## src/source/corePkg.sv

```systemverilog
/*
  Machine state types shared by the core and its testbench.
  DEFAULT_LANES is only a default. The top level passes LANES down.
*/
package corePkg;

  // one integer data word
  typedef logic [31:0] word_t;

  // bus fetcher states
  typedef enum logic [1:0] {
    FETCH_IDLE, // waiting for run
    FETCH_REQ,  // cyc/stb high until ack
    FETCH_GAP   // one dead cycle between bus cycles
  } fetchState_e;

  localparam int DEFAULT_LANES = 2;

endpackage

```

## src/source/rvIsaPkg.sv

```systemverilog
/*
  RV32I encoding used by the execute cluster.
  Only OP and OP-IMM are decoded. Every other opcode is a lane no-op.
  aluOp_t codes are internal and carry no meaning outside the core.
*/
package rvIsaPkg;

  typedef logic [31:0] instr_t;
  typedef logic [4:0]  regAddr_t;
  typedef logic [6:0]  opcode_t;
  typedef logic [2:0]  funct3_t;
  typedef logic [6:0]  funct7_t;
  typedef logic [3:0]  aluOp_t;

  //////////////////////////////////////////////////////////////////////
  // opcodes and funct fields
  //////////////////////////////////////////////////////////////////////
  localparam opcode_t OPC_OP     = 7'b0110011;
  localparam opcode_t OPC_OP_IMM = 7'b0010011;

  localparam funct3_t F3_ADD  = 3'b000; // also SUB
  localparam funct3_t F3_SLL  = 3'b001;
  localparam funct3_t F3_SLT  = 3'b010;
  localparam funct3_t F3_SLTU = 3'b011;
  localparam funct3_t F3_XOR  = 3'b100;
  localparam funct3_t F3_SRL  = 3'b101; // also SRA
  localparam funct3_t F3_OR   = 3'b110;
  localparam funct3_t F3_AND  = 3'b111;

  localparam funct7_t F7_BASE = 7'b0000000;
  localparam funct7_t F7_ALT  = 7'b0100000; // selects SUB / SRA

  // alu operation codes
  localparam aluOp_t ALU_ADD  = 4'd0;
  localparam aluOp_t ALU_SUB  = 4'd1;
  localparam aluOp_t ALU_SLL  = 4'd2;
  localparam aluOp_t ALU_SLT  = 4'd3;
  localparam aluOp_t ALU_SLTU = 4'd4;
  localparam aluOp_t ALU_XOR  = 4'd5;
  localparam aluOp_t ALU_SRL  = 4'd6;
  localparam aluOp_t ALU_SRA  = 4'd7;
  localparam aluOp_t ALU_OR   = 4'd8;
  localparam aluOp_t ALU_AND  = 4'd9;
  localparam aluOp_t ALU_NOP  = 4'd15;

endpackage
```

## src/source/coreIfs.sv

```systemverilog
/*
  Interfaces between the core's internal blocks.
  regReadIf carries two read ports per lane. Port 2*l is rs1, 2*l+1 is rs2.
*/


// operand reads from decode into the register file
interface regReadIf #(
  parameter int LANES = corePkg::DEFAULT_LANES
);
  import rvIsaPkg::*;
  import corePkg::*;

  regAddr_t [2*LANES-1:0] addr;
  word_t    [2*LANES-1:0] data;

  modport request (output addr, input  data);
  modport file    (input  addr, output data);
endinterface

```

## src/source/regFileWb.sv

```systemverilog
/*
  32 x 32-bit register file, 2*LANES read ports and LANES write ports.
  Same-register writes in one cycle go to the highest lane.
  Reads see pending lane results, so a bundle right behind needs no stall.
*/
module regFileWb #(
  parameter int LANES = corePkg::DEFAULT_LANES
) (
  input  logic                           clk,
  input  logic                           rstN,
  regReadIf.file                         rd,
  input  logic [LANES-1:0]               resValid,
  input  rvIsaPkg::regAddr_t [LANES-1:0] resRd,
  input  corePkg::word_t [LANES-1:0]     resData
);
  import corePkg::*;

  word_t regs [31:1]; // x0 is not stored

  //////////////////////////////////////////////////////////////////////
  // write-back
  //////////////////////////////////////////////////////////////////////
  always_ff @(posedge clk or negedge rstN) begin
    if (!rstN) begin
      for (int r = 1; r < 32; r++) begin
        regs[r] <= '0;
      end
    end else begin
      // ascending order, so the last lane written wins
      for (int l = 0; l < LANES; l++) begin
        if (resValid[l] && resRd[l] != '0) begin
          regs[resRd[l]] <= resData[l];
        end
      end
    end
  end

  //////////////////////////////////////////////////////////////////////
  // read ports with bypass
  //////////////////////////////////////////////////////////////////////
  always_comb begin
    for (int p = 0; p < 2*LANES; p++) begin
      if (rd.addr[p] == '0) begin
        rd.data[p] = '0;
      end else begin
        rd.data[p] = regs[rd.addr[p]];
        for (int l = 0; l < LANES; l++) begin
          if (resValid[l] && resRd[l] == rd.addr[p]) begin
            rd.data[p] = resData[l]; // pending write
          end
        end
      end
    end
  end

endmodule

```

## src/flat_wrapper.sv

```systemverilog
// flat-port wrapper written by rule: the top's interface ports become plain ports
module regFileWb_flat import corePkg::*;
#(
  parameter int LANES = corePkg::DEFAULT_LANES
)
  (clk, rstN, resValid, resRd, resData, rd_addr, rd_data);
  regReadIf #(.LANES(LANES)) rd_i ();
  input  logic clk;
  input  logic rstN;
  input  logic [LANES-1:0] resValid;
  input  rvIsaPkg::regAddr_t [LANES-1:0] resRd;
  input  corePkg::word_t [LANES-1:0] resData;
  input wire logic [$bits(rd_i.addr)-1:0] rd_addr;
  output wire logic [$bits(rd_i.data)-1:0] rd_data;
  assign rd_i.addr = rd_addr;
  assign rd_data = rd_i.data;
  regFileWb #(.LANES(LANES)) u_core (.clk(clk), .rstN(rstN), .rd(rd_i), .resValid(resValid), .resRd(resRd), .resData(resData));
endmodule
```

## config.mk

```make
export PLATFORM = sky130hd
export DESIGN_NAME = regFileWb_flat
export DESIGN_NICKNAME = d
export VERILOG_FILES = /design/src/source/corePkg.sv /design/src/source/rvIsaPkg.sv /design/src/source/coreIfs.sv /design/src/source/regFileWb.sv /design/src/flat_wrapper.sv
export SDC_FILE = /design/constraint.sdc
export NUM_CORES = 2
export LEC_CHECK = 0
export BUFFER_PORTS_ARGS = -buffer_cell sky130_fd_sc_hd__buf_4
export CAP_MARGIN = 20
export CORE_MARGIN = 3
export CORE_UTILIZATION = 35
export CTS_CLUSTER_SIZE = 40
export DETAILED_ROUTE_END_ITERATION = 12
export SYNTH_ARGS = -nofsm -noshare
export SYNTH_HDL_FRONTEND = slang
export SYNTH_SLANG_ARGS = --single-unit
```

## constraint.sdc

```tcl
create_clock -name clk -period 4.24 [get_ports clk]
set_input_delay 1.06 -clock clk [delete_from_list [all_inputs] [get_ports clk]]
set_output_delay 1.06 -clock clk [all_outputs]
set_load 0.02 [all_outputs]
```

# Word-level counts from Yosys, hierarchy flattened
# Cells that the tools add are included.
# totals
ff_bits	992
inputBits	98
output_inout_bits	128
# op_classes
magnitude_cmp	8
n_eq_ne	8
mux	28
reduce_logical	18
# op_table
op	n
bitwise mux 992 bit	2
two-way mux 992 bit	2
binary-select mux 32 bit (select 5 bit)	4
two-way mux 32 bit	18
demux 32 bit (select 5 bit)	2
equality test 5 bit	8
< comparator 5 x 6 -> 1 bit (second input constant)	6
zero test 5 bit	4
logical AND 1 bit	12
>= comparator 5 x 1 -> 1 bit (second input constant)	2
nonzero test 5 bit	2

# Longest topological paths before layout
# depth
ltp_word	8
ltp_mapped	10
depth_no_buf	5

# Least setup slack after synthesis
# No wires, ideal clock.
# synth_timing
path_kind	in2out
from	input port rd_addr[15]
to	output port rd_data[108]
arrival_ps	2983
t_required_ps	3180
setup_slack_ps	197
cell_stages	7
path_cell_list	buf_2 -> buf_2 -> buf_2 -> mux4_2 -> mux4_2 -> nand4_1 -> o221ai_1
# synth_between
elab_chain_len	5
elab_cells_between_ends	10
classes_between	eq/ne (2); mux (5); reduce/logical (3)
# synth_rtl
element	line	text
start: declaration	flat_wrapper.sv:13	input wire logic [$bits(rd_i.addr)-1:0] rd_addr;
binary-select mux 32 bit (select 5 bit) / equality test 5 bit (equally long branches)	regFileWb.sv:46, regFileWb.sv:48	
two-way mux 32 bit (not written as such) / logical AND 1 bit (equally long branches)	regFileWb.sv:46, regFileWb.sv:48	
two-way mux 32 bit (2 in series)	regFileWb.sv:48	if (resValid[l] && resRd[l] == rd.addr[p]) begin
two-way mux 32 bit (*)	regFileWb.sv:43	if (rd.addr[p] == '0) begin
end: declaration	flat_wrapper.sv:14	output wire logic [$bits(rd_i.data)-1:0] rd_data;
# Mark *: on every way between the ends. The rest lies on a longest branch, timed or not. The select of a mux whose other input is x is not followed.

# Worst setup path after layout
# layout_timing
from	input port rd_addr[5]
to	output port rd_data[45]
# Same word-level chain as after synthesis.

==> run summary <==
crit path capture type: primary output
setup TNS: -7430 ps
initial antenna violation count: 22
Detailed Routing Iterations Pass 1: 9
register with the most flip-flops: u_core.regs
clk_lat worst skew: 820 ps
Pwr Density: 412 nW/µm²
Die ar.: 239000 µm²
Worst Setup EP: rd_data[45]
I/O pin count: 226
RR Endpoint: u_core.regs[33]
design area: 105000 µm²
Max Slew Vio Count: 0
Peak supply drop: 0.363 mV
final worst-path setup slack: -229 ps
Std-Cell Rows: 176
worst slack, placed: -932 ps
H-tree levels: 3
CTS Hold Bufs: 0
fin crit period: 4470 ps
TritonCTS Buffers: 114
Power Total: 43.1 mW
placed instance count: 11109
nets: 8540
Data arrival, critical path: 3410 ps
Hold Path Class: in -> async
post-route DRC violation count: 0
max_cap viols: 0
share of cells above drive strength 1: 35.8%
clk sink count: 992
number of global-route vias before repair: 78497
leading cell type in the layout, fill and taps excluded: mux2i_1
Yosys warnings: 0
Buffers on Ports: 225
skew final: 0 ps
clock tree buffer depth: 3
Worst setup SP type: input pin
R2R Setup Slk: 3320 ps
CTS Root Cell: clkbuf_16
WP data required: 3180 ps
Main synth FF type: dfrtp_1
Vias/cell: 7.09
Routed WL: 459000 µm
die height: 489 µm
WS Path Type: in -> out
GR Overflow Total: 0
Max Freq: 0.224 GHz
number of synthesized register bits: 992
Clock transition at path regs: 60 ps
hold slack final: 166 ps
EDFF count, synth: 0
core area: 231000 µm²
crit path max fanout: 7
CTS tree: built
Worst R2R Start: u_core.regs[33]
sequential area share after synthesis: 30.4%
Cell Area, Synth: 81600 µm²
placed cell areas: 93300 µm²
largest net degree at the start of global routing: 123
Final Cycle Share: 105%
Die X: 489 µm
GPL Wtd Cong: 1.02
Initial Util: 35.3%
DR WL/cell: 39.7 µm
first-pass GRT wire length: 628000 µm
Unique masters post-synth: 58
worst-margin pin slew: 1230 ps
Largest regs: u_core.regs: 992 flops
crit path launch: rd_addr[5]
commonest non-fill, non-tap cells in the layout: mux2i_1, dfrtp_1, nand2_1
initial DRC count: 14008
Final HPWL DP: 293000 µm
final hold violation count: 0
status: finished, violations left
fin cells: 11571
Final Util: 45.3%
GRT Total Usage: 37.1%
Area growth, synth to finish: 28.1%
final setup vio count: 105
LEAKAGE: 43.1 nW
RSZ-0062 raised after global routing: true
Reg2Reg Depth: 2
synthesized instance count: 7982
violated checks: setup timing
Largest register FFs: 992
DRT antenna net count: 0
syn_area_per_cell: 10.2 µm²
vias: 81997
Net Count, Synth: 8080
max_slew headroom: 17.9%
Async S/R FF share, synth: 100%
[report_power, final]
group,total [mW],switching [mW],internal (mW)
clock network,10.9,4.70,6.18
registers,15.6,3.69,11.9
logic,16.7,7.91,8.78
[synthesized netlist by cell type (4+ instances only)]
cell type,number,area share (%)
nand3_1,27,0.17
buf_1,115,0.53
inv_1,35,0.16
clkbuf_1,636,2.9
o211ai_1,56,0.52
a311o_1,15,0.18
a22o_1,16,0.17
o221ai_1,64,0.69
nor3_1,131,0.80
nor2b_1,111,0.85
buf_4,30,0.28
mux2_2,208,2.9
buf_2,248,1.5
a21oi_1,448,2.7
nand2_1,876,4.0
a22oi_1,168,1.5
mux2i_1,1076,13
and4_1,16,0.17
xor2_1,20,0.21
a211oi_1,34,0.31
nor4_1,4,0.031
a221oi_1,128,1.4
nand3b_1,39,0.36
and2_1,16,0.12
and3b_1,4,0.043
a32oi_1,60,0.64
and3_1,5,0.038
mux4_2,845,23
o31a_1,16,0.17
nand4_1,101,0.77
nor2_1,441,2.0
o21ai_0,759,4.7
or2_2,6,0.046
a41oi_1,16,0.17
o22ai_1,32,0.25
xnor2_1,20,0.21
o21ai_1,89,0.55
nand2b_1,8,0.061
buf_12,5,0.12
o2111ai_1,8,0.086
dfrtp_1,992,30
o2bb2ai_1,16,0.17
a31oi_1,15,0.11
[layer usage]
| layer | vias up | part of all wire (%) | GRT usage, % |
|---|---|---|---|
| met5 | - | 0.038 | 0.181 |
| met4 | 16 | 11 | 32.4 |
| met3 | 2349 | 15 | 15.0 |
| met2 | 7912 | 41 | 51.9 |
| met1 | 40348 | 33 | 43.8 |
| li1 | 31372 | - | - |
[cell type report]
class	instances	area [µm²]
inverters	35	131
clock inverters	45	591
clock buffers	163	3340
repair buffers	1383	16600
diodes	11	27.5
flip-flops and latches	992	24800
fillers	20840	126000
multi-input cells	5916	55300
well taps	3026	3790
[repair_timing]
action / in CTS / in global routing
gates resized for setup: 530 / 349
pin swaps: 82 / 152
buffers inserted: 139 / 106
cloned: 40 / 15
setup endpoints to repair: 126 / 126
[worst min-delay path by stage]
stage / endpoint / slack (ps) / cells past startpoint
2_1_floorplan: u_core.regs[582] / 550 / 2
3_3_place_gp: u_core.regs[601] / 590 / 2
3_5_place_dp: u_core.regs[602] / 610 / 2
4_1_cts: u_core.regs[872] / 160 / 1
5_1_grt: u_core.regs[904] / 180 / 1
6_report: u_core.regs[644] / 170 / 1
[logic make-up (layout without fill, tap and decap cells)]
logic type / count (synthesis) / count (layout) / synth area share, %
flip-flops: 992 / 992 / 30.4
buffers and inverters: 1074 / 1626 / 5.62
other: 0 / 11 / 0
AO/OA/AOI/OAI: 1943 / 1943 / 14.4
AND/OR/NAND/NOR: 1801 / 1801 / 9.70
multiplexers: 2132 / 2132 / 39.5
XOR/XNOR: 40 / 40 / 0.429
[critical path, stage by stage]
cell      delay [ps]
buf_16           140
buf_16           170
buf_12           150
buf_12           130
buf_12           100
mux4_2           490
mux4_2           510
nand4_1          230
o221ai_4         220
buf_6            190
No activity file was read; power rests on OpenSTA's default activity.
