File: config.mk
export PLATFORM = sky130hd
export DESIGN_NAME = bundleFetch
export DESIGN_NICKNAME = d
export VERILOG_FILES = /design/src/source/corePkg.sv /design/src/source/rvIsaPkg.sv /design/src/source/bundleFetch.sv
export SDC_FILE = /design/constraint.sdc
export NUM_CORES = 1
export LEC_CHECK = 0
export BUFFER_PORTS_ARGS = -buffer_cell sky130_fd_sc_hd__buf_2
export CORE_ASPECT_RATIO = 0.6
export CORE_MARGIN = 3
export CORE_UTILIZATION = 46
export CTS_CLUSTER_SIZE = 12
export DETAILED_ROUTE_END_ITERATION = 8
export GPL_ROUTABILITY_DRIVEN = 0
export PLACE_DENSITY = 0.82
export SLEW_MARGIN = 15
export SYNTH_ARGS = -nofsm -noshare
export SYNTH_HDL_FRONTEND = slang
export SYNTH_SLANG_ARGS = --single-unit
export TNS_END_PERCENT = 30
File: constraint.sdc
create_clock -name clk -period 4.3 [get_ports clk]
set_input_delay 0.86 -clock clk [delete_from_list [all_inputs] [get_ports clk]]
set_output_delay 0.86 -clock clk [all_outputs]
set_load 0.05 [all_outputs]
File: src/source/corePkg.sv
/*
  Machine state types shared by the core and its testbench.
  DEFAULT_LANES is only a default. The top level passes LANES down.
*/
package corePkg;

  // one integer data word
  typedef logic [31:0] word_t;

  // bus fetcher states
  typedef enum logic [1:0] {
    FETCH_IDLE, // waiting for run
    FETCH_REQ,  // cyc/stb high until ack
    FETCH_GAP   // one dead cycle between bus cycles
  } fetchState_e;

  localparam int DEFAULT_LANES = 2;

endpackage

File: src/source/rvIsaPkg.sv
/*
  RV32I encoding used by the execute cluster.
  Only OP and OP-IMM are decoded. Every other opcode is a lane no-op.
  aluOp_t codes are internal and carry no meaning outside the core.
*/
package rvIsaPkg;

  typedef logic [31:0] instr_t;
  typedef logic [4:0]  regAddr_t;
  typedef logic [6:0]  opcode_t;
  typedef logic [2:0]  funct3_t;
  typedef logic [6:0]  funct7_t;
  typedef logic [3:0]  aluOp_t;

  //////////////////////////////////////////////////////////////////////
  // opcodes and funct fields
  //////////////////////////////////////////////////////////////////////
  localparam opcode_t OPC_OP     = 7'b0110011;
  localparam opcode_t OPC_OP_IMM = 7'b0010011;

  localparam funct3_t F3_ADD  = 3'b000; // also SUB
  localparam funct3_t F3_SLL  = 3'b001;
  localparam funct3_t F3_SLT  = 3'b010;
  localparam funct3_t F3_SLTU = 3'b011;
  localparam funct3_t F3_XOR  = 3'b100;
  localparam funct3_t F3_SRL  = 3'b101; // also SRA
  localparam funct3_t F3_OR   = 3'b110;
  localparam funct3_t F3_AND  = 3'b111;

  localparam funct7_t F7_BASE = 7'b0000000;
  localparam funct7_t F7_ALT  = 7'b0100000; // selects SUB / SRA

  // alu operation codes
  localparam aluOp_t ALU_ADD  = 4'd0;
  localparam aluOp_t ALU_SUB  = 4'd1;
  localparam aluOp_t ALU_SLL  = 4'd2;
  localparam aluOp_t ALU_SLT  = 4'd3;
  localparam aluOp_t ALU_SLTU = 4'd4;
  localparam aluOp_t ALU_XOR  = 4'd5;
  localparam aluOp_t ALU_SRL  = 4'd6;
  localparam aluOp_t ALU_SRA  = 4'd7;
  localparam aluOp_t ALU_OR   = 4'd8;
  localparam aluOp_t ALU_AND  = 4'd9;
  localparam aluOp_t ALU_NOP  = 4'd15;

endpackage
File: src/source/bundleFetch.sv
/*
  Read-only Wishbone classic master, one bundle per bus cycle.
  Addresses count bundles from 0 and wrap at 2**ADDR_W.
  Cyc/stb always drop for one cycle after each ack.
*/
module bundleFetch #(
  parameter int LANES  = corePkg::DEFAULT_LANES,
  parameter int ADDR_W = 8
) (
  input  logic                         clk,
  input  logic                         rstN,
  input  logic                         run,
  output logic                         wbCyc,
  output logic                         wbStb,
  output logic [ADDR_W-1:0]            wbAdr,
  input  rvIsaPkg::instr_t [LANES-1:0] wbDatIn,
  input  logic                         wbAck,
  output logic                         bundleValid,
  output rvIsaPkg::instr_t [LANES-1:0] bundle
);
  import corePkg::*;

  fetchState_e state;
  fetchState_e stateNext;
  logic        ackSeen;

  assign ackSeen = (state == FETCH_REQ) && wbAck;
  assign wbCyc   = (state == FETCH_REQ);
  assign wbStb   = wbCyc;

  always_comb begin
    stateNext = state;
    case (state)
      FETCH_IDLE: if (run) stateNext = FETCH_REQ;
      FETCH_REQ:  if (wbAck) stateNext = FETCH_GAP;
      FETCH_GAP:  stateNext = run ? FETCH_REQ : FETCH_IDLE; // no second gap cycle
      default:    stateNext = FETCH_IDLE;
    endcase
  end

  always_ff @(posedge clk or negedge rstN) begin
    if (!rstN) begin
      state       <= FETCH_IDLE;
      wbAdr       <= '0;
      bundleValid <= 1'b0;
    end else begin
      state       <= stateNext;
      bundleValid <= ackSeen; // one pulse per accepted bundle
      if (ackSeen) begin
        wbAdr <= wbAdr + 1'b1;
      end
    end
  end

  // bundle captured on the ack edge
  always_ff @(posedge clk) begin
    if (ackSeen) begin
      bundle <= wbDatIn;
    end
  end

endmodule

# After elaboration in Yosys (flattened, before gate mapping)
# Cells that the tools add are included.
[word_totals]
inputBits = 68
wordCells = 17
ff_bits = 75
[op_classes]
n_reduce_logical = 3
n_eq_ne = 4
n_addsub = 1
mux = 4
[ops]
columns = ["operator", "n"]
rows = [
  ["$add 8x1->8 const B", 1],
  ["$pmux 2 s3", 1],
  ["$mux 2", 2],
  ["$eq 2x1->1 const B", 1],
  ["$eq 2x2->1 const B", 1],
  ["$logic_not 2->1", 1],
  ["$ne 2x1->1 const B", 1],
  ["$ne 2x2->1 const B", 1],
  ["$reduce_and 2->1", 1],
  ["$logic_and 1x1->1", 1],
  ["$mux 1", 1],
]

# Longest topological paths before layout
[logic_depth]
ltp_word = 3
mapped_depth = 4
depth_no_buf = 3

# Least setup slack after synthesis
# Ideal clock, no wire load.
[synth_path]
kind = "input-to-reg"
startpoint = "input port wbAck"
endpoint = "register wbAdr[4]"
setup_time_ns = 0.141
path_slack_ns = 2.402
n_path_buf = 1
t_arrival_ns = 1.757
path_stages = 4
cell_sequence = "and3b_1 -> buf_6 -> nand4_1 -> xnor2_1"
[synth_between]
elab_chain_cells = 1
[synth_rtl]
columns = ["element", "line_no", "source"]
rows = [
  ["start: declaration", "bundleFetch.sv:17", "input logic wbAck,"],
  ["$logic_and 1x1->1", "bundleFetch.sv:27", "assign ackSeen = (state == FETCH_REQ) && wbAck;"],
  ["named net ackSeen", "bundleFetch.sv:25", "logic ackSeen;"],
  ["end signal: assignment", "bundleFetch.sv:50", "wbAdr <= wbAdr + 1'b1;"],
  ["end: declaration", "bundleFetch.sv:15", "output logic [ADDR_W-1:0] wbAdr,"],
]
# The timed path passes the listed nets, and every way through them passes these cells.
# A chain may end at the register's enable or synchronous reset.

# Worst setup path after layout
[layout_path]
startpoint = "register state[1]"
endpoint = "output port wbStb"
[layout_between]
elab_chain_cells = 1
[layout_rtl]
columns = ["element", "line_no", "source"]
rows = [
  ["start: declaration", "bundleFetch.sv:23", "fetchState_e state;"],
  ["start signal: assignment", "bundleFetch.sv:47", "state <= stateNext;"],
  ["$eq 2x1->1", "bundleFetch.sv:28", "assign wbCyc = (state == FETCH_REQ);"],
  ["end: declaration", "bundleFetch.sv:14", "output logic wbStb,"],
]
# Every way passes these cells.

==> impl_metrics.py <==
metrics = {
    "run_status": {
        "run_status": "finished clean",
    },
    "synth": {
        "synthTopCellsByArea": "edfxtp_1 80%, dfrtp_1 11%, xnor2_1 2.2%",
        "synth_top_cell_by_area": "edfxtp_1",
        "synth-main-ff-cell": "edfxtp_1",
        "synth_sequential_area_ratio_pct": 91.6,
        "synth.most_common_cell": "edfxtp_1",
        "synthCells": 100,
        "synth_enable_flop_cells": 64,
        "mean_instance_size_in_the_synthesized_netlist_um2": 24.0,
        "syn_nets": 169,
        "yosys.area.top_type_share_pct": 80.1,
        "asyncSetResetFlopFracSynth_pct": 14.7,
        "synth-seq-cells": 75,
        "yosysWarningCount": 0,
        "synth_commonest_cells": "64 x edfxtp_1, 11 x dfrtp_1, 6 x xnor2_1",
        "yosys.cell_types.count": 19,
        "syn-cell-area_um2": 2400,
    },
    "routing": {
        "highest-signal-layer": "met4",
        "viasPerCell": 4.59,
        "drt_first_iter_violations": 28,
        "routed-wl-met2_um": 2480,
        "firstDrtPassIters": 6,
        "finalWirelength_um": 5190,
        "ant_nets": 0,
        "route.met3.wl_um": 824,
        "vias": 1468,
        "route.detailed.drc": 0,
        "post_drt_wl_per_cell_um": 16.2,
        "wirelength_met1_um": 1850,
    },
    "setup_path": {
        "cp_num_cells": 2,
        "critical_path.startpoint": "state[1]",
        "worstPathBufferInverterCount": 1,
        "reg2reg_to": "wbAdr[7]",
        "rr_startpoint": "state[1]",
        "cpPeakStageDelay_ns": 0.39,
        "cp.required_ns": 3.44,
        "regToRegSetupSlack_ns": 2.61,
        "r2r_cells": 4,
        "crit_fanout": 4,
        "timing.setup.critical_path_class": "flip-flop to output port",
        "cp_data_arrival_time_ns": 1.19,
        "cp-start-kind": "flip-flop",
        "crit_path_end": "wbStb",
        "end_kind": "output port",
        "critical_path.cell_chain": "and2b_2, buf_2",
        "path_delay_family": "flip-flops",
        "slowest_stage": "dfrtp_1",
    },
    "floorplanning": {
        "die_height_um": 62.0,
        "ioPinCount": 143,
        "area_inside_the_core_boundary_um2": 4800,
        "die_width_um": 99.2,
        "std_cell_rows": 19,
        "floorplan.initialDensity_pct": 50.0,
        "fp.dieArea_um2": 6150,
    },
    "sta": {
        "final_period_minus_worst_setup_slack_ns": 2.05,
        "rsz_0062_raised_after_global_routing": "no",
        "achievable-frequency_ghz": 0.488,
        "slew_headroom_pct": 70.3,
        "setup_violations": 0,
        "finalMaxSlewViolations": 0,
        "timing.final.crit_share_pct": 47.7,
        "worst_clock_skew_ns": 0.00754,
        "totalNegativeSetupSlack_ns": 0,
        "hold_violations": 0,
        "timing_worst_slew_pin_value_ns": 0.446,
    },
    "power_and_ir_drop": {
        "fin_total_pwr_mw": 1.73,
        "p_leak_nw": 1.46,
        "power.ir.vdd_worst_v": 0.000292,
        "power.density_cell_area_nw_per_um2": 519,
    },
    "global_route": {
        "grt_max_degree": 38,
        "grt_pass1_wl_um": 7490,
        "grt_pass1_vias": 1523,
        "globalRoute.totalOverflow": 0,
        "number_of_antenna_violations_at_the_first_check_in_global_routing": 0,
        "globalRouteTotalUtil_pct": 17.3,
    },
    "finish": {
        "antenna_fix_cells": 0,
        "design.final.nets": 322,
        "fin_cells": 320,
        "post_route_cells_drive_above_1_share_pct": 62.6,
        "area.growth.synth_to_final_pct": 39.1,
    },
    "place": {
        "place.detailed.instances": 305,
        "port-buffer-count": 142,
        "dp_hpwl_um": 3980,
    },
    "clock_network": {
        "clkLatencyLatePin_ns": 0.33,
        "cts_buffer_depth": 2,
        "cts-root-buf": "clkbuf_8",
        "cts.reportedPaths.clkPinSlew_ns": 0.07,
        "holdBufCountCts": 0,
        "htreeDepth": 3,
        "post-cts-setup-buffers": 0,
        "cts_made_buffers": 9,
        "cts_repair_resize_count": 0,
        "cts_sinks": 75,
        "tritoncts": "yes",
    },
    "worst_hold_path": {
        "timing.hold.worst.class": "input pin to asynchronous set/reset pin",
    },
    "job": {
        "max_cap_violations": 0,
    },
}
==> worst min path at each step <==
stage,endpoint,slack (ns),start,depth (start not counted)
after floorplan,state[0],0.52,state[0],1
after global placement,wbAdr[7],0.46,wbAdr[7],1
after detailed placement,wbAdr[7],0.46,wbAdr[7],1
after CTS,state[0],0.38,rstN,1
after global routing,wbAdr[7],0.39,rstN,1
final,state[1],0.38,rstN,1
==> logic make-up after synthesis <==
kind of cell / share of synthesized area, %
adders and majority gates: 0.521
buffers and inverters: 0.782
DFF: 91.6
muxes: 1.09
xor gates and xnor gates: 2.55
and+or+nand+nor: 3.49
==> power breakdown <==
group,switching (mW),total (mW),internal (mW)
sequential,0.0417,0.908,0.866
clock,0.222,0.424,0.201
combinational,0.301,0.399,0.0980
==> registers in the layout (all words and copies together), names as in the netlist <==
name / count
bundleValid: 1
bundle: 64
wbAdr: 8
state: 2
==> per-stage QoR <==
step	cell area [µm²]	utilization (%)	hold slack, ns	setup slack, ns
6_report	3340	69.5	0.384	2.25
4_1_cts	3340	69.5	0.377	2.23
5_1_grt	3340	69.5	0.387	2.19
3_5_place_dp	3190	66.4	0.461	2.05
3_3_place_gp	3190	66.4	0.463	2.12
2_1_floorplan	2400	-	0.521	2.40
==> worst register-to-register path, cell delays in order, from the launching register on <==
cell and delay, ns:
dfrtp_1 0.39, and3b_2 0.38, buf_4 0.45, nand4_1 0.20, xnor2_1 0.16
==> layout make-up <==
| type | instances | area [µm²] |
|---|---|---|
| clock inverter | 4 | 18.8 |
| sequential | 75 | 2200 |
| timing repair buffer | 144 | 726 |
| clock buffer | 11 | 131 |
| multi-input combinational | 23 | 185 |
| fill | 351 | 1470 |
| tap | 63 | 78.8 |
==> cells in the final DEF, fill, tap and decap left out <==
cell      synthesis  final
nor2_1            1      1
xnor2_1           6      6
clkbuf_1          0      2
and3b_2           1      2
and2_1            1      1
buf_2             0    142
nand2_1           1      1
clkbuf_8          0      9
edfxtp_1         64     64
ha_1              1      1
xor2_1            1      1
dfrtp_1          11     11
clkinv_1          0      1
clkinv_2          0      3
and4_1            1      1
mux2_2            1      1
nand4_1           2      2
mux2_4            1      1
nand3_1           3      3
buf_4             1      2
and3_1            1      1
and2b_2           1      1
==> per-layer routing <==
layer / track usage, % / vias to the layer above
li1: - / 687
met1: 19.3 / 675
met2: 26.6 / 101
met3: 11.9 / 5
met4: 7.00 / 0
met5: 0 / -
No activity file was read; power rests on OpenSTA's default activity.
