$ cat src/source/corePkg.sv
/*
  Machine state types shared by the core and its testbench.
  DEFAULT_LANES is only a default. The top level passes LANES down.
*/
package corePkg;

  // one integer data word
  typedef logic [31:0] word_t;

  // bus fetcher states
  typedef enum logic [1:0] {
    FETCH_IDLE, // waiting for run
    FETCH_REQ,  // cyc/stb high until ack
    FETCH_GAP   // one dead cycle between bus cycles
  } fetchState_e;

  localparam int DEFAULT_LANES = 2;

endpackage

$ cat src/source/rvIsaPkg.sv
/*
  RV32I encoding used by the execute cluster.
  Only OP and OP-IMM are decoded. Every other opcode is a lane no-op.
  aluOp_t codes are internal and carry no meaning outside the core.
*/
package rvIsaPkg;

  typedef logic [31:0] instr_t;
  typedef logic [4:0]  regAddr_t;
  typedef logic [6:0]  opcode_t;
  typedef logic [2:0]  funct3_t;
  typedef logic [6:0]  funct7_t;
  typedef logic [3:0]  aluOp_t;

  //////////////////////////////////////////////////////////////////////
  // opcodes and funct fields
  //////////////////////////////////////////////////////////////////////
  localparam opcode_t OPC_OP     = 7'b0110011;
  localparam opcode_t OPC_OP_IMM = 7'b0010011;

  localparam funct3_t F3_ADD  = 3'b000; // also SUB
  localparam funct3_t F3_SLL  = 3'b001;
  localparam funct3_t F3_SLT  = 3'b010;
  localparam funct3_t F3_SLTU = 3'b011;
  localparam funct3_t F3_XOR  = 3'b100;
  localparam funct3_t F3_SRL  = 3'b101; // also SRA
  localparam funct3_t F3_OR   = 3'b110;
  localparam funct3_t F3_AND  = 3'b111;

  localparam funct7_t F7_BASE = 7'b0000000;
  localparam funct7_t F7_ALT  = 7'b0100000; // selects SUB / SRA

  // alu operation codes
  localparam aluOp_t ALU_ADD  = 4'd0;
  localparam aluOp_t ALU_SUB  = 4'd1;
  localparam aluOp_t ALU_SLL  = 4'd2;
  localparam aluOp_t ALU_SLT  = 4'd3;
  localparam aluOp_t ALU_SLTU = 4'd4;
  localparam aluOp_t ALU_XOR  = 4'd5;
  localparam aluOp_t ALU_SRL  = 4'd6;
  localparam aluOp_t ALU_SRA  = 4'd7;
  localparam aluOp_t ALU_OR   = 4'd8;
  localparam aluOp_t ALU_AND  = 4'd9;
  localparam aluOp_t ALU_NOP  = 4'd15;

endpackage
$ cat src/source/coreIfs.sv
/*
  Interfaces between the core's internal blocks.
  regReadIf carries two read ports per lane. Port 2*l is rs1, 2*l+1 is rs2.
*/

// one issue slot feeding one alu lane
interface laneIssueIf;
  import rvIsaPkg::*;
  import corePkg::*;

  logic     valid;
  aluOp_t   op;
  word_t    srcA;
  word_t    srcB;
  regAddr_t rd;

  modport issue (output valid, op, srcA, srcB, rd);
  modport lane  (input  valid, op, srcA, srcB, rd);
endinterface


$ cat src/source/aluLane.sv
/*
  One integer ALU lane with its result register.
  Shifts use the low five bits of srcB. Unknown op codes give zero.
*/
module aluLane (
  input  logic               clk,
  input  logic               rstN,
  laneIssueIf.lane           issue,
  output logic               resValid,
  output rvIsaPkg::regAddr_t resRd,
  output corePkg::word_t     resData
);
  import rvIsaPkg::*;
  import corePkg::*;

  word_t      result;
  logic [4:0] shamt;

  assign shamt = issue.srcB[4:0];

  always_comb begin
    case (issue.op)
      ALU_ADD:  result = issue.srcA + issue.srcB;
      ALU_SUB:  result = issue.srcA - issue.srcB;
      ALU_SLL:  result = issue.srcA << shamt;
      ALU_SLT:  result = {31'b0, $signed(issue.srcA) < $signed(issue.srcB)};
      ALU_SLTU: result = {31'b0, issue.srcA < issue.srcB};
      ALU_XOR:  result = issue.srcA ^ issue.srcB;
      ALU_SRL:  result = issue.srcA >> shamt;
      ALU_SRA:  result = $signed(issue.srcA) >>> shamt; // sign fill
      ALU_OR:   result = issue.srcA | issue.srcB;
      ALU_AND:  result = issue.srcA & issue.srcB;
      default:  result = '0;
    endcase
  end

  always_ff @(posedge clk or negedge rstN) begin
    if (!rstN) begin
      resValid <= 1'b0;
    end else begin
      resValid <= issue.valid;
    end
  end

  always_ff @(posedge clk) begin
    resRd   <= issue.rd;
    resData <= result;
  end

endmodule

$ cat src/flat_wrapper.sv
// flat-port wrapper written by rule: the top's interface ports become plain ports
module aluLane_flat import rvIsaPkg::*; import corePkg::*;
  (clk, rstN, resValid, resRd, resData, issue_valid, issue_op, issue_srcA, issue_srcB, issue_rd);
  laneIssueIf issue_i ();
  input  logic clk;
  input  logic rstN;
  output logic resValid;
  output rvIsaPkg::regAddr_t resRd;
  output corePkg::word_t resData;
  input wire logic [$bits(issue_i.valid)-1:0] issue_valid;
  input wire logic [$bits(issue_i.op)-1:0] issue_op;
  input wire logic [$bits(issue_i.srcA)-1:0] issue_srcA;
  input wire logic [$bits(issue_i.srcB)-1:0] issue_srcB;
  input wire logic [$bits(issue_i.rd)-1:0] issue_rd;
  assign issue_i.valid = issue_valid;
  assign issue_i.op = issue_op;
  assign issue_i.srcA = issue_srcA;
  assign issue_i.srcB = issue_srcB;
  assign issue_i.rd = issue_rd;
  aluLane u_core (.clk(clk), .rstN(rstN), .issue(issue_i), .resValid(resValid), .resRd(resRd), .resData(resData));
endmodule
$ cat config.mk
export PLATFORM = sky130hd
export DESIGN_NAME = aluLane_flat
export DESIGN_NICKNAME = d
export VERILOG_FILES = /design/src/source/corePkg.sv /design/src/source/rvIsaPkg.sv /design/src/source/coreIfs.sv /design/src/source/aluLane.sv /design/src/flat_wrapper.sv
export SDC_FILE = /design/constraint.sdc
export NUM_CORES = 1
export LEC_CHECK = 0
export BUFFER_PORTS_ARGS = -buffer_cell sky130_fd_sc_hd__clkbuf_2
export CORE_MARGIN = 5
export CORE_UTILIZATION = 31
export DETAILED_ROUTE_END_ITERATION = 8
export GPL_ROUTABILITY_DRIVEN = 1
export PLACE_DENSITY_LB_ADDON = 0.2
export SLEW_MARGIN = 20
export SYNTH_ARGS = -nofsm -noshare
export SYNTH_HDL_FRONTEND = slang
export SYNTH_SLANG_ARGS = --single-unit
$ cat constraint.sdc
create_clock -name clk -period 0.8 [get_ports clk]
set_input_delay 0.08 -clock clk [delete_from_list [all_inputs] [get_ports clk]]
set_output_delay 0.08 -clock clk [all_outputs]
set_load 0.03 [all_outputs]
Word level (Yosys, flattened, before mapping)
Cells that the tools add are included.
{"block": "word_totals", "ff_bits": 38, "in_bits": 76, "out_inout_bits": 38, "wordCells": 24}
{"block": "op_classes", "addsub": 2, "magnitude_cmp": 2, "eq_ne": 9, "shift": 3, "muxes": 1, "bitwise_logic": 3, "n_reduce_logical": 1}
{"op": "32-bit case mux with 10 select lines", "count": 1}
{"op": "32-bit less-than comparator", "count": 2}
{"op": "32-bit adder", "count": 1}
{"op": "32-bit bitwise AND", "count": 1}
{"op": "32-bit bitwise OR", "count": 1}
{"op": "32-bit by 5-bit left shift with 32-bit output", "count": 1}
{"op": "32-bit by 5-bit >> shifter with 32-bit output", "count": 1}
{"op": "32-bit by 5-bit >>> shifter with 32-bit output", "count": 1}
{"op": "32-bit subtractor", "count": 1}
{"op": "32-bit XOR", "count": 1}
{"op": "4-bit by 3-bit == test with 1-bit output (second input constant)", "count": 4}
{"op": "4-bit by 2-bit == test with 1-bit output (second input constant)", "count": 2}
{"op": "4-bit == test (second input constant)", "count": 2}
{"op": "4-bit by 1-bit == test with 1-bit output (second input constant)", "count": 1}
{"op": "4-bit zero test", "count": 1}

Longest topological paths before layout
{"block": "logic_depth", "ltp_word": 2, "mapped_depth": 15, "mapped_depth_nobuf": 12}

Worst setup path before layout
OpenSTA, ideal clock, no wires.
{"block": "synth_timing", "path_type": "in2reg", "start": "input issue_srcB[2]", "end": "register u_core.resData[9]", "setup_time_ps": 114, "arrival_ps": 3231, "required_time_ps": 686, "slack_ps": -2545, "path_stages": 14, "path_buffers": 5, "path_cell_list": "buf_2 -> inv_1 -> buf_2 -> buf_1 -> clkbuf_1 -> ha_1 -> buf_2 -> nor4_1 -> nor2_1 -> o21ba_2 -> o21ai_1 -> a2111oi_0 -> or4_1 -> a21o_1"}
{"block": "synth_between", "elab_chain_cells": 2, "elab_cells_between_ends": 6, "classes_between": "add/sub (2); shift (3); mux (1)"}
{"item": "start, declared", "line": "flat_wrapper.sv:13", "text": "input wire logic [$bits(issue_i.srcB)-1:0] issue_srcB;"}
{"item": "32-bit subtractor, or another cell as far along", "line": "aluLane.sv:24", "text": "ALU_SUB: result = issue.srcA - issue.srcB;"}
{"item": "32-bit case mux with 10 select lines *", "line": "aluLane.sv:22", "text": "case (issue.op)"}
{"item": "net u_core.result[9]", "line": "aluLane.sv:16", "text": "word_t result;"}
{"item": "end signal, assigned", "line": "aluLane.sv:47", "text": "resData <= result;"}
{"item": "end, declared", "line": "aluLane.sv:11", "text": "output corePkg::word_t resData"}
The timed path passes the listed nets; every way through them passes the cells marked *.

Worst setup path after layout
{"block": "layout_timing", "start": "input issue_srcA[0]", "end": "register u_core.resData[28]"}
{"block": "layout_between", "elab_chain_cells": 2, "elab_cells_between_ends": 6, "classes_between": "add/sub (2); shift (3); mux (1)"}
{"item": "start, declared", "line": "flat_wrapper.sv:12", "text": "input wire logic [$bits(issue_i.srcA)-1:0] issue_srcA;"}
{"item": "32-bit subtractor, or another cell as far along", "line": "aluLane.sv:24"}
{"item": "32-bit case mux with 10 select lines *", "line": "aluLane.sv:22"}
{"item": "net u_core.result[28]", "line": "aluLane.sv:16"}
Marks and branches as above.

==> flow_summary.json <==
{
  "status": "finished with violations",
  "violations": "negative setup slack",
  "wl_met1_mm": 22.47,
  "power.leakage_nw": 7.826,
  "layout.nets": 2119,
  "antenna_found_initial": 0,
  "cellPowerDensity_mw_per_mm2": 1016,
  "fmax_ghz": 0.4044,
  "min_period_ns": 2.473,
  "synth_cells": 1332,
  "area_delta_synth_final_pct": 77.81,
  "dpl.hpwl_mm": 41.85,
  "hp-class": "in -> async",
  "cts_sinks": 38,
  "portBuffers": 113,
  "crit_required_ns": 1.04,
  "die_h_um": 187.7,
  "synthArstFlopShare_pct": 2.632,
  "syn_avg_cell_area_sq_um": 7.352,
  "setup.worst_path.end_class": "flop",
  "slew_headroom_pct": 51.60,
  "crit_type": "in -> reg",
  "yosysTopAreaCellShare_pct": 12.39,
  "grt_setup_unrepaired": "yes",
  "fin_util_pct": 55.47,
  "num_vias": 13650,
  "n_antenna_cell": 0,
  "drv_cap": 0,
  "viasPerCell": 5.816,
  "finalCritPeriodShare_pct": 309.1,
  "finalSetupViolCount": 70,
  "rows": 65,
  "highest_layer": "met4",
  "tightest_slew_ns": 0.7260,
  "grt_start_max_net_pins": 51,
  "core_sq_mm": 0.03139,
  "first_iter_violations": 1512,
  "ir_worst_vdd_v": 0.0009130,
  "cts_buffers": 5,
  "stdcell_count": 2347,
  "dieArea_sq_mm": 0.03524,
  "ys_warn_count": 0,
  "setup_slack_ns": -1.673,
  "ys_ff_latch": 38,
  "hold_violations": 0,
  "overflow": 0,
  "ys_types": 86,
  "synth-edff-count": 0,
  "wl_met2_mm": 24.75,
  "yosysMostFrequentCell": "nor2_1",
  "cts-root-buf": "clkbuf_16",
  "setup_tns_ns": -47.28,
  "synth_nets": 1507,
  "yosysTopAreaCell": "ha_1",
  "crit_arrival_ns": 2.71,
  "drive_above_1_share_pct": 53.37,
  "dp_slack_ns": -2.278,
  "yosys-top-cells-area": "ha_1 12%, mux4_2 7.8%, dfxtp_1 7.6%, a21oi_1 5.6%, nor2_1 5.5%",
  "fillers": 2972,
  "clkTransAtPathRegs_ns": 0.07,
  "dp_cells": 2251,
  "die_width_um": 187.7,
  "wl_per_cell_um": 23.20,
  "ctsLongestPathBuffers": 2,
  "grt_pass1_wl_mm": 79.10,
  "dr.pass1.iters": 6,
  "drc": 0,
  "track_usage_pct": 28.53,
  "start_kind": "input port",
  "drv_slew": 0,
  "syn_area_sq_mm": 0.009793,
  "hold_ws_ns": 0.09852,
  "grt_pass1_vias": 13021,
  "synthTopCellsByCount": "144 x nor2_1, 117 x nand2_1, 110 x a21oi_1",
  "synth-main-ff-cell": "dfxtp_1",
  "cts_max_level": 2,
  "ioPinCount": 114,
  "routed_wl_mm": 54.46,
  "cts_tree": "yes",
  "detail-route-antenna-nets": 0,
  "routabilityCongestion": 1.001,
  "start_util_pct": 31.20,
  "ys_seq_area_share_pct": 7.819,
  "met3_length_mm": 3.715,
  "crit_path_max_fanout": 2
}
## registers in the layout (all words and copies together) (netlist names)
name and count:
u_core.resData 32, u_core.resValid 1, u_core.resRd 5
## metrics by stage
step	power [mW]	cell area, sq um
after floorplan	7.457	10130
after global placement	12.27	14480
after detailed placement	12.28	14480
after CTS	16.18	16150
after global routing	18.47	17410
final	17.69	17410
## metal layers
layer	track usage, %	up-vias
li1	-	6243
met1	37.45	6575
met2	45.58	690
met3	3.704	142
met4	15.44	0
met5	0	-
## timing repair
| action | 4_1_cts | 5_1_grt |
|---|---|---|
| hold buffers | 7 | 0 |
| endpoints found under the setup margin | 70 | 70 |
| setup buffers | 34 | 55 |
| pin swaps | 80 | 107 |
| cloned | 4 | 3 |
| gates resized for setup | 303 | 253 |
| endpoints found under the hold margin | 7 | 0 |
## final timing paths
check / slack (ns) / from / to
max: -1.67 / issue_srcA[0] / u_core.resData[28]
min: 0.1 / rstN / u_core.resValid
max in group asynchronous: 0.62 / rstN / u_core.resValid
min in group clk: 0.22 / issue_srcB[6] / u_core.resData[6]
## cell usage in the layout (no fill, tap or decap), drive strengths merged, types with 7 or more instances in the layout
cell type,instances
a2111oi,11
a211o,11
and2,11
nand2b,9
o21bai,11
ha,97
a22oi,15
o21a,9
buf,643
o211ai,27
a21o,10
a221oi,14
nand4,11
mux2i,42
nand3,22
o21ai,109
a211oi,18
or3,8
o2111ai,13
nor2,145
dlygate4sd3,7
nor2b,14
mux4,49
o221ai,7
a21oi,110
o41ai,7
a31oi,13
mux2,19
o22ai,14
clkbuf,68
inv,99
o31ai,10
o31a,9
nor4,15
nor3,29
nand2,117
dfxtp,37
## logic make-up (layout without fill, tap and decap cells)
family	Yosys count	after routing	share of synthesized area (%)
AO/OA/AOI/OAI	467	467	32.52
XOR/XNOR	1	1	0.08945
adder cells (fa/ha/maj)	99	99	12.80
buffers and inverters	208	821	9.135
flip-flops	38	38	7.819
multiplexers	110	110	18.32
AND/OR/NAND/NOR	409	409	19.32
## power breakdown
group,leakage (nW),switching [mW],internal (mW)
registers,0.325,0.234,2.24
clock network,0.0781,0.962,1.48
logic,7.42,6.48,6.30
total,7.83,7.68,10.0
## cell type report
class	instances	area [sq um]	share of cell area, %
clock buffers	7	132.6	0.7617
repair buffers	712	6125	35.17
inverters	101	419.2	2.407
flip-flops and latches	38	812.0	4.663
multi-input cells	1086	9392	53.93
well taps	402	503.0	2.889
clock inverters	1	30.03	0.1725
## critical path, stage by stage
cell and delay (ns):
buf_8 0.11, inv_6 0.05, ha_4 0.13, inv_2 0.04
fa_2 0.39, nor2b_4 0.14, o211ai_1 0.16, buf_4 0.16
a21boi_4 0.06, o21ai_4 0.22, buf_6 0.14, o22ai_4 0.07
o41ai_2 0.37, or4b_1 0.47, nand3_1 0.10
Note: power is estimated with default switching activity, not from simulation.
